### src/verilog/qsnd_pkg.sv
/* Shared widths, register offsets and types for the QSound glue logic.
   Port offsets follow the CPU's 0xDxxx page. Only the low three address
   bits select a register, so the page repeats every eight bytes. */

package qsnd_pkg;

    localparam int sample_w = 16;           // one audio sample
    localparam int cmd_w    = 24;           // address byte + data word
    localparam int bank_w   = 4;
    localparam logic [3:0] qsnd_page = 4'hd;
    localparam int rate_max = 1999;         // 48 MHz / 2000 = 24 kHz

    typedef struct packed {
        logic [15:0] addr;
        logic [ 7:0] dout;
        logic        mreq_n;
        logic        rd_n;
        logic        wr_n;
    } z80_bus_t;

    // encoding equals the register offset, none sits in a free slot
    typedef enum logic [2:0] {
        SEL_DATA_HI = 3'd0,
        SEL_DATA_LO = 3'd1,
        SEL_ADDR    = 3'd2,
        SEL_BANK    = 3'd3,
        SEL_NONE    = 3'd4,
        SEL_STATUS  = 3'd7
    } port_sel_e;

    typedef struct packed {
        logic [cmd_w-sample_w-1:0] addr;
        logic [sample_w-1:0]       data;
    } dsp_cmd_t;

    typedef struct packed {
        logic signed [sample_w-1:0] left;
        logic signed [sample_w-1:0] right;
    } audio_frame_t;

    typedef enum logic {HALF_LEFT = 1'b0, HALF_RIGHT = 1'b1} rx_half_e;

endpackage

### src/verilog/qsnd_port_decode.sv
/* CPU side register decode for the QSound page.
   Writes are level based, a held write just repeats. The bank nibble is
   only stored for the status port, no ROM banking happens here.
   Bank and DSP reset land one clock after the bank write is sampled. */

module qsnd_port_decode import qsnd_pkg::*; (
    input  logic              clk48,
    input  logic              rst,
    input  z80_bus_t          bus,
    input  logic              rdy_n,
    output port_sel_e         cmd_wr_sel,
    output logic [7:0]        wr_byte,
    output logic [bank_w-1:0] bank,
    output logic              dsp_rst,
    output logic [7:0]        rd_data
);

    logic       page_hit;
    logic [2:0] offset;
    port_sel_e  rd_sel;
    logic       bank_wr_q;     // bank write seen last clock
    logic [7:0] bank_byte_q;

    assign page_hit = !bus.mreq_n && bus.addr[15:12] == qsnd_page;
    assign offset   = bus.addr[2:0];
    assign wr_byte  = bus.dout;

    always_comb begin
        cmd_wr_sel = SEL_NONE;
        if (page_hit && !bus.wr_n) begin
            if (offset <= 3'd2) begin
                cmd_wr_sel = port_sel_e'(offset);   // data hi, data lo, address
            end else if (offset == 3'd3) begin
                cmd_wr_sel = SEL_BANK;
            end
        end
    end

    // only offset 7 returns anything
    assign rd_sel = (page_hit && !bus.rd_n && offset == 3'd7) ? SEL_STATUS : SEL_NONE;

    always_comb begin
        if (rd_sel == SEL_STATUS) begin
            rd_data = {rdy_n, 3'b111, bank};
        end else begin
            rd_data = 8'hff;                        // open bus
        end
    end

    always_ff @(posedge clk48) begin
        bank_byte_q <= bus.dout;
    end

    always_ff @(posedge clk48 or posedge rst) begin
        if (rst) begin
            bank_wr_q <= 1'b0;
            bank      <= '0;
            dsp_rst   <= 1'b1;                      // DSP held until the CPU releases it
        end else begin
            bank_wr_q <= cmd_wr_sel == SEL_BANK;
            if (bank_wr_q) begin
                bank    <= bank_byte_q[bank_w-1:0];
                dsp_rst <= ~bank_byte_q[7];
            end
        end
    end

endmodule

### src/verilog/qsnd_mailbox.sv
/* Command mailbox between the sound CPU and the DSP parallel port.
   The CPU writes data high, data low, then the address byte, which
   raises irq. The DSP reads address first, then data, one per pids_n
   strobe. A new command simply overwrites one that was not read. */

module qsnd_mailbox import qsnd_pkg::*; (
    input  logic        clk48,
    input  logic        rst,
    input  port_sel_e   cmd_wr_sel,
    input  logic [7:0]  wr_byte,
    input  logic        pids_n,
    input  logic        iack,
    output logic        irq,
    output logic        rdy_n,
    output logic [15:0] pbus_in
);

    typedef enum logic [1:0] {SEQ_IDLE, SEQ_ADDR, SEQ_DATA} seq_e;

    logic [sample_w-1:0] data_q;    // data word being assembled by the CPU
    dsp_cmd_t            cmd_s;     // what the DSP sees
    seq_e                seq;
    logic                pids_q;
    logic                pids_rise;

    assign pids_rise = pids_n && !pids_q;
    assign rdy_n     = ~(irq | iack);

    always_ff @(posedge clk48 or posedge rst) begin
        if (rst) begin
            data_q <= '0;
            cmd_s  <= '0;
            irq    <= 1'b0;
            seq    <= SEQ_IDLE;
            pids_q <= 1'b1;
        end else begin
            pids_q <= pids_n;
            case (cmd_wr_sel)
                SEL_DATA_HI: data_q[15:8] <= wr_byte;
                SEL_DATA_LO: data_q[7:0]  <= wr_byte;
                default: ;
            endcase
            if (cmd_wr_sel == SEL_ADDR) begin
                cmd_s <= '{addr: wr_byte, data: data_q};
                irq   <= 1'b1;
                seq   <= SEQ_ADDR;
            end else if (pids_rise) begin
                irq <= 1'b0;
                // address -> data -> idle
                seq <= (seq == SEQ_ADDR) ? SEQ_DATA : SEQ_IDLE;
            end
        end
    end

    assign pbus_in = (seq == SEQ_ADDR) ? {8'h00, cmd_s.addr} : cmd_s.data;

endmodule

### src/verilog/qsnd_serial_rx.sv
/* Deserialiser for the DSP serial output in the way a TDA1543 would.
   A falling sadd arms a 16 bit word and psel picks the channel. Bits are taken
   MSB first on ock falling edges. The frame is only released once both
   channels have a full word. */

module qsnd_serial_rx import qsnd_pkg::*; (
    input  logic         clk48,
    input  logic         rst,
    input  logic         sdo,
    input  logic         ock,
    input  logic         sadd,
    input  logic         psel,
    output audio_frame_t frame,
    output logic         frame_done
);

    logic                sadd_q;
    logic                ock_q;
    logic                sadd_fall;
    logic                ock_fall;
    logic [sample_w-1:0] arm_cnt;     // one set bit per bit still to come
    rx_half_e            half;
    logic [sample_w-1:0] shift_l;
    logic [sample_w-1:0] shift_r;
    logic                left_done;
    logic                right_done;

    assign sadd_fall = sadd_q && !sadd;
    assign ock_fall  = ock_q && !ock;

    // MSB first into the selected channel
    always_ff @(posedge clk48) begin
        if (ock_fall && arm_cnt[sample_w-1]) begin
            if (half == HALF_RIGHT) begin
                shift_r <= {shift_r[sample_w-2:0], sdo};
            end else begin
                shift_l <= {shift_l[sample_w-2:0], sdo};
            end
        end
    end

    always_ff @(posedge clk48 or posedge rst) begin
        if (rst) begin
            sadd_q     <= 1'b0;
            ock_q      <= 1'b0;
            arm_cnt    <= '0;
            half       <= HALF_LEFT;
            left_done  <= 1'b0;
            right_done <= 1'b0;
            frame      <= '0;
            frame_done <= 1'b0;
        end else begin
            sadd_q <= sadd;
            ock_q  <= ock;
            if (sadd_fall) begin
                half    <= rx_half_e'(psel);
                arm_cnt <= '1;
            end
            if (ock_fall && arm_cnt[sample_w-1]) begin
                arm_cnt <= arm_cnt << 1;
                if (!arm_cnt[sample_w-2]) begin     // last bit of the word
                    if (half == HALF_RIGHT) right_done <= 1'b1;
                    else                    left_done  <= 1'b1;
                end
            end
            if (left_done && right_done) begin
                frame      <= '{left: shift_l, right: shift_r};
                frame_done <= 1'b1;
                left_done  <= 1'b0;
                right_done <= 1'b0;
            end else begin
                frame_done <= 1'b0;
            end
        end
    end

endmodule

### src/verilog/qsnd_rate_hold.sv
/* Fixed rate output stage, 24 kHz from clk48.
   The latest frame is released on every divider wrap, older unreleased
   frames are lost. After a frame the DSP clock enable is dropped until
   the next wrap, and it stays low while rom_ok is low. */

module qsnd_rate_hold import qsnd_pkg::*; (
    input  logic         clk48,
    input  logic         rst,
    input  audio_frame_t frame,
    input  logic         frame_done,
    input  logic         rom_ok,
    output audio_frame_t out_frame,
    output logic         sample,
    output logic         dsp_cen
);

    localparam int cnt_w = $clog2(rate_max + 1);

    logic [cnt_w-1:0] cnt;
    logic             wrap;
    logic             sleep;      // frame made, wait for the output tick

    assign wrap = cnt == cnt_w'(rate_max);

    always_ff @(posedge clk48 or posedge rst) begin
        if (rst) begin
            cnt       <= '0;
            sleep     <= 1'b0;
            sample    <= 1'b0;
            dsp_cen   <= 1'b1;
            out_frame <= '0;
        end else begin
            dsp_cen <= ~sleep & rom_ok;
            if (wrap) begin
                cnt       <= '0;
                sleep     <= 1'b0;
                sample    <= 1'b1;
                out_frame <= frame;
            end else begin
                cnt    <= cnt + 1'b1;
                sample <= 1'b0;
                if (frame_done) sleep <= 1'b1;
            end
        end
    end

endmodule

### src/verilog/qsnd_glue.sv
/* QSound board glue, one clk48 domain.
   Host chain: CPU bus decode, command mailbox, DSP parallel port.
   Audio chain: DSP serial receiver, 24 kHz output stage.
   The CPU, the DSP and the sample ROM stay outside. */

module qsnd_glue import qsnd_pkg::*; (
    input  logic              clk48,
    input  logic              rst,
    input  z80_bus_t          bus,
    input  logic              pids_n,
    input  logic              iack,
    input  logic              sdo,
    input  logic              ock,
    input  logic              sadd,
    input  logic              psel,
    input  logic              rom_ok,
    output logic [7:0]        rd_data,
    output logic [bank_w-1:0] bank,
    output logic              dsp_rst,
    output logic              irq,
    output logic [15:0]       pbus_in,
    output audio_frame_t      out_frame,
    output logic              sample,
    output logic              dsp_cen
);

    port_sel_e    cmd_wr_sel;
    logic [7:0]   wr_byte;
    logic         rdy_n;
    audio_frame_t frame;
    logic         frame_done;

    // host chain
    qsnd_port_decode i_port_decode (
        .clk48      (clk48),
        .rst        (rst),
        .bus        (bus),
        .rdy_n      (rdy_n),
        .cmd_wr_sel (cmd_wr_sel),
        .wr_byte    (wr_byte),
        .bank       (bank),
        .dsp_rst    (dsp_rst),
        .rd_data    (rd_data)
    );

    qsnd_mailbox i_mailbox (
        .clk48      (clk48),
        .rst        (rst),
        .cmd_wr_sel (cmd_wr_sel),
        .wr_byte    (wr_byte),
        .pids_n     (pids_n),
        .iack       (iack),
        .irq        (irq),
        .rdy_n      (rdy_n),      // back to the status port
        .pbus_in    (pbus_in)
    );

    // audio chain
    qsnd_serial_rx i_serial_rx (
        .clk48      (clk48),
        .rst        (rst),
        .sdo        (sdo),
        .ock        (ock),
        .sadd       (sadd),
        .psel       (psel),
        .frame      (frame),
        .frame_done (frame_done)
    );

    qsnd_rate_hold i_rate_hold (
        .clk48      (clk48),
        .rst        (rst),
        .frame      (frame),
        .frame_done (frame_done),
        .rom_ok     (rom_ok),
        .out_frame  (out_frame),
        .sample     (sample),
        .dsp_cen    (dsp_cen)
    );

endmodule

### config.mk
export PLATFORM = sky130hd
export DESIGN_NAME = qsnd_glue
export DESIGN_NICKNAME = d
export VERILOG_FILES = /design/src/verilog/qsnd_pkg.sv /design/src/verilog/qsnd_port_decode.sv /design/src/verilog/qsnd_mailbox.sv /design/src/verilog/qsnd_serial_rx.sv /design/src/verilog/qsnd_rate_hold.sv /design/src/verilog/qsnd_glue.sv
export SDC_FILE = /design/constraint.sdc
export NUM_CORES = 1
export LEC_CHECK = 0
export BUFFER_PORTS_ARGS = -buffer_cell sky130_fd_sc_hd__buf_2
export CAP_MARGIN = 20
export CORE_UTILIZATION = 50
export DETAILED_ROUTE_END_ITERATION = 7
export PLACE_DENSITY = 0.72
export RECOVER_POWER = 50
export SYNTH_ARGS = -nofsm -noshare
export SYNTH_HDL_FRONTEND = slang
export SYNTH_HIERARCHICAL = 1
export SYNTH_SLANG_ARGS = --single-unit
### constraint.sdc
create_clock -name clk48 -period 2 [get_ports clk48]
set_clock_uncertainty 0.05 [all_clocks]
set_input_delay 0.4 -clock clk48 [delete_from_list [all_inputs] [get_ports clk48]]
set_output_delay 0.4 -clock clk48 [all_outputs]
set_load 0.01 [all_outputs]
# --- After elaboration in Yosys (flattened, before gate mapping) ---
# Cells that the tools add are included.
# Widths: inputs -> output; s select.
totals:
  out_inout_bits: 64
  mem_count: 0
  elab_cells: 98
  romBits: 0
  input_bits: 36
  ramBits: 0
  latch_bits: 0
  reg_bits: 190
op_classes:
  bitwise_logic: 6
  n_mul: 0
  n_reduce_logical: 25
  n_shift: 0
  n_div: 0
  eq_ne: 11
  order_cmp: 1
  muxes: 26
  add_sub_neg: 1
op_table:
  columns: ["cell", "count"]
  rows:
  - ["$mux 16", 3]
  - ["$mux 1", 14]
  - ["$add 11x1->11 const B", 1]
  - ["$eq 11x11->1 const B", 1]
  - ["$mux 11", 1]
  - ["$reduce_bool 2->1", 5]
  - ["$eq 3x2->1 const B", 3]
  - ["$logic_and 1x1->1", 9]
  - ["$mux 3", 3]
  - ["$mux 2", 4]
  - ["$mux 8", 1]
  - ["$eq 3x3->1 const B", 2]
  - ["$logic_not 1->1", 6]
  - ["$reduce_and 3->1", 2]
  - ["$eq 4x4->1 const B", 1]
  - ["$ne 2x2->1 const B", 2]
  - ["$not 1->1", 4]
  - ["$reduce_and 2->1", 2]
  - ["$eq 3x1->1 const B", 1]
  - ["$le 3x2->1 const B", 1]
  - ["$logic_not 3->1", 1]
  - ["$eq 2x1->1 const B", 1]
  - ["$and 1x1->1", 1]
  - ["$or 1x1->1", 1]

# --- Depth between registers and ports, before layout ---
depth:
  word_depth: 7
  ltp_mapped: 5
  mapped_depth_nobuf: 4

# --- Cells and area by module ---
# Netlist, hierarchy kept.
by_module_without_submodules:
  columns: ["mod", "area_per_inst_um2", "instances", "cells_per_inst", "seq_area_each_um2"]
  rows:
  - ["qsnd_serial_rx", 3255.6, 1, 185, 2312.2]
  - ["qsnd_rate_hold", 1825.5, 1, 125, 1152.4]
  - ["qsnd_mailbox", 1779.2, 1, 114, 1077.3]
  - ["qsnd_port_decode", 523.0, 1, 46, 251.5]

# --- Worst setup path after synthesis ---
# Ideal clock, no wire load.
synth_timing:
  path_kind: "input-to-reg"
  from: "input port bus[13] (netlist bit)"
  to: "register i_mailbox/cmd_s[10] (netlist bit)"
  path_slack_ns: -0.391
  required_time_ns: 1.825
  arrival_time_ns: 2.216
  n_path_buf: 1
  setup_time_ns: 0.125
  stages: 5
  cell_sequence: "or4b_4 -> nor3_1 -> nor3b_4 -> buf_4 -> mux2_2"
synth_via:
  elab_chain_len: 5
  word_cells_on_any_way: 6
  cone_classes: "1 x order compare; 2 x eq/ne; 3 x mux"
synth_lines:
  columns: ["item", "line", "rtl"]
  rows:
  - ["start: declaration", "qsnd_glue.sv:9", "input z80_bus_t bus,"]
  - ["parallel branches: the longest is 2 deep, another holds $le 3x2->1", null, null]
  - ["$mux 3 (*)", "qsnd_port_decode.sv:31", "if (offset <= 3'd2) begin"]
  - ["$mux 3 (*)", "qsnd_port_decode.sv:30", "if (page_hit && !bus.wr_n) begin"]
  - ["net cmd_wr_sel[1]", "qsnd_glue.sv:27", "port_sel_e cmd_wr_sel;"]
  - ["$eq 3x2->1 (*)", "qsnd_mailbox.sv:43", "if (cmd_wr_sel == SEL_ADDR) begin"]
  - ["end signal: assignment", "qsnd_mailbox.sv:44", "cmd_s <= '{addr: wr_byte, data: data_q};"]
  - ["end: declaration", "qsnd_mailbox.sv:21", "dsp_cmd_t cmd_s;"]
# Mark *: on every way through the listed nets, which the timed path passes.
# A chain may end at the register's enable or synchronous reset.

# --- Worst setup path in the final report ---
layout_timing:
  from: "register i_mailbox.seq[1]"
  to: "output port pbus_in[4]"
layout_via:
  elab_chain_len: 2
layout_lines:
  columns: ["item", "line", "rtl"]
  rows:
  - ["start: declaration", "qsnd_mailbox.sv:22", "seq_e seq;"]
  - ["start signal: assignment", "qsnd_mailbox.sv:50", "seq <= (seq == SEQ_ADDR) ? SEQ_DATA : SEQ_IDLE;"]
  - ["$eq 2x1->1", "qsnd_mailbox.sv:55", "assign pbus_in = (seq == SEQ_ADDR) ? {8'h00, cmd_s.addr} : cmd_s.data;"]
  - ["$mux 16", "qsnd_mailbox.sv:55", null]
  - ["end: declaration", "qsnd_glue.sv:21", "output logic [15:0] pbus_in,"]
# No other way between the ends.

==> results.py <==
metrics = {
    "status": {
        "outcome": "finished, final reports clean",
    },
    "drt": {
        "finalWirelength_mm": 13.0,
        "route.detailed.drc": 0,
        "ant_nets": 0,
        "wire_per_inst_um": 16.8,
        "viasPerCell": 5.26,
        "drt_iter0_markers": 140,
        "drt_first_pass_iters": 4,
        "vias": 4063,
    },
    "die": {
        "die_y_um": 124,
        "dieArea_sq_mm": 0.0153,
        "coreArea_sq_mm": 0.0145,
        "initial_utilization_pct": 51.0,
        "dieWidth_um": 124,
        "fp-row-count": 44,
        "pin_count": 100,
    },
    "grt": {
        "grt_usage_pct": 18.3,
        "grt_pass1_vias": 4112,
        "antenna_found_initial": 0,
        "grt_pass1_wl_mm": 20.9,
        "grt_start_max_net_pins": 44,
        "gr-total-overflow": 0,
    },
    "worst_setup_path": {
        "crit_start": "i_mailbox/seq[1]",
        "crit_fanout": 8,
        "cpLargestDelayFamily": "flip-flops",
        "cp_slowest_cell": "dfrtp_1",
        "r2r_end": "i_rate_hold/out_frame[23]",
        "reg2reg_from": "i_rate_hold/cnt[0]",
        "critPathBufInv": 2,
        "critPathKind": "flop to output port",
        "worst_setup_path_end_kind": "output port",
        "required_ns": 1.55,
        "critPathMaxStageDelay_ns": 0.38,
        "cp_common_cell": "buf_6",
        "reg2reg_depth": 6,
        "cp-start-kind": "flop",
        "reg2reg_slack_ns": 0.11,
        "crit_chain": "nand2b_4 > buf_6 > mux2_4 > buf_6",
        "cp.arrival_ns": 1.54,
    },
    "timing": {
        "finalHoldViolCount": 0,
        "tns_ns": 0,
        "final_max_slew_viol_count": 0,
        "max_slew_margin_pct": 30.5,
        "finalSetupViolations": 0,
        "finalCriticalPeriod_ns": 1.99,
        "tightest_slew_ns": 1.04,
        "fin_crit_sh_pct": 99.5,
        "timing.hold.ws_ns": 0.0558,
        "fmax_mhz": 503,
        "rsz0062_at_grt": "yes",
    },
    "pwr": {
        "seq_power_share_pct": 49.2,
        "p_sw_share_pct": 19.1,
        "p_clk_share_pct": 48.1,
        "cellInternalPower_w": 0.00654,
        "power.total_w": 0.00809,
        "netSwitchingPower_w": 0.00155,
        "powerDensity_mw_per_mm2": 923,
        "leakagePower_nw": 4.05,
        "combPwrFrac_pct": 2.8,
        "irDropWorstVdd_uv": 566,
    },
    "placement": {
        "dp_hpwl_mm": 8.44,
        "placed_cell_area_sq_mm": 0.00809,
        "place_congestion": 0.745,
        "io_buffers": 87,
    },
    "yosys": {
        "synth_top_area_share_pct": 49.5,
        "ys_warn_count": 6,
        "synth_top_cell_by_area": "dfrtp_1",
        "ys_seq_area_share_pct": 64.9,
        "synthesis.area_sq_mm": 0.00738,
        "async_reset_ff_share_pct": 80.1,
        "syn_inst": 470,
        "yosys-top-cells-area": "dfrtp_1 49%, edfxtp_1 13%, mux2_2 13%",
        "ys_ff_latch": 186,
        "synth_edf_count": 32,
        "synthFlopType": "dfrtp_1",
        "avgSynthCellArea_sq_um": 15.7,
        "ys_types": 50,
    },
    "job": {
        "cap_violations": 0,
    },
    "clocking": {
        "clk_pin_slew_worst_paths_ns": 0.06,
        "clockBufferDepth": 2,
        "cts_tree": "done",
        "htree_levels": 4,
        "insertion_delay_ns": 0.42,
        "clock_sinks": 186,
        "cts_buffers": 17,
        "root_buffer": "clkbuf_16",
    },
    "layout": {
        "syn_to_final_growth_pct": 18.7,
        "postLayoutCoreUtil_pct": 60.5,
        "layout_common_cells": "146 x dfrtp_1, 76 x mux2_2, 72 x buf_2",
        "final_common_cell": "dfrtp_1",
        "postLayoutCellArea_sq_mm": 0.00877,
        "drive_gt1_share_pct": 40.8,
        "nets": 612,
        "antennaDiodeCount": 0,
    },
    "min_path": {
        "hold_path_depth": 1,
        "hold_path.class": "input port to flop",
        "min_to": "i_mailbox/pids_q",
        "hp-start": "pids_n",
    },
}
metrics by stage:
| stage | std cells | worst slack, ns |
|---|---|---|
| floorplan | 472 | -0.308 |
| global placement | 736 | -0.326 |
| detailed placement | 736 | -0.368 |
| CTS | 769 | -0.0156 |
| global route | 772 | -0.0340 |
| finish | 772 | 0.0105 |
per-layer routing:
metal	part of all wire (%)	global-route usage [%]
met5	0	0
met4	1.6	7.53
met3	3.5	4.57
met2	50	29.7
met1	45	23.4
cells in the mapped netlist, types with 3 or more instances:
cell type,instances
inv_1,25
nor2b_1,4
a21oi_1,4
nand4b_1,5
nand3_1,4
xor2_1,3
dfstp_2,3
and4bb_2,10
nor2_1,11
dfxtp_1,5
buf_2,4
mux2_2,82
buf_4,13
nand4_1,3
mux2_4,29
nand3b_1,4
dfrtp_1,146
clkbuf_1,4
o21ai_0,5
and2_1,8
nor4bb_1,4
nand2b_1,6
edfxtp_1,32
buf_6,7
mux2_1,7
a31oi_1,14
sequential cells by signal (all words and copies together), names as in the netlist:
| name | cells |
|---|---|
| i_rate_hold/cnt | 11 |
| i_serial_rx/left_done | 1 |
| i_serial_rx/sadd_q | 1 |
| i_rate_hold/sleep | 1 |
| i_serial_rx/arm_cnt | 16 |
| i_port_decode/bank_wr_q | 1 |
| i_serial_rx/right_done | 1 |
| i_serial_rx/shift_r | 16 |
| i_serial_rx/frame_done | 1 |
| i_serial_rx/ock_q | 1 |
| i_mailbox/pids_q | 1 |
| i_mailbox/seq | 2 |
| i_serial_rx/half | 1 |
| i_port_decode/bank_byte_q | 5 |
| i_port_decode/bank | 4 |
| i_serial_rx/shift_l | 16 |
| i_serial_rx/frame | 32 |
| i_rate_hold/out_frame | 32 |
| i_rate_hold/sample | 1 |
| i_port_decode/dsp_rst | 1 |
| i_mailbox/data_q | 16 |
| i_rate_hold/dsp_cen | 1 |
| i_mailbox/cmd_s | 24 |
how the worst max path moves through the flow:
| stage | to | cells past startpoint |
|---|---|---|
| after floorplan | i_mailbox/cmd_s[10] | 5 |
| after global placement | i_mailbox/cmd_s[4] | 6 |
| after detailed placement | i_mailbox/cmd_s[20] | 6 |
| after CTS | pbus_in[6] | 4 |
| after global routing | pbus_in[4] | 4 |
| final | pbus_in[4] | 4 |
area by class of cell:
type / count / area (sq um)
Clock buffer: 21 / 493
Clock inverter: 11 / 211
Fill cell: 1119 / 5710
Inverter: 25 / 93.8
Multi-Input combinational cell: 233 / 2240
Sequential cell: 186 / 4790
Tap cell: 184 / 230
Timing Repair Buffer: 112 / 708
logic make-up after synthesis:
group,after synthesis,synth area share (%)
buf+inv,53,4.13
xor+xnor,4,0.475
fa+ha+maj,1,0.169
flops,186,64.9
compound gates,30,2.59
simple gates,77,8.19
other cells,1,0.0508
mux,118,19.5
what timing repair did:
item	in CTS	in global routing
buffers inserted	0	2
hold buffers	1	0
setup endpoints to repair	6	38
pin swaps	0	2
hold endpoints to repair	23	0
resized for setup	12	3
cloned	0	1
power by group through the flow:
| stage | Combinational, W | Clock, W | Sequential [W] |
|---|---|---|---|
| finish | 0.000224 | 0.00389 | 0.00398 |
| global route | 0.000253 | 0.00413 | 0.00398 |
| CTS | 0.000238 | 0.00397 | 0.00398 |
| detailed placement | 0.000237 | 0 | 0.00405 |
| global placement | 0.000224 | 0 | 0.00405 |
| floorplan | 0.000158 | 0 | 0.00404 |
No activity file was read; power rests on OpenSTA's default activity.
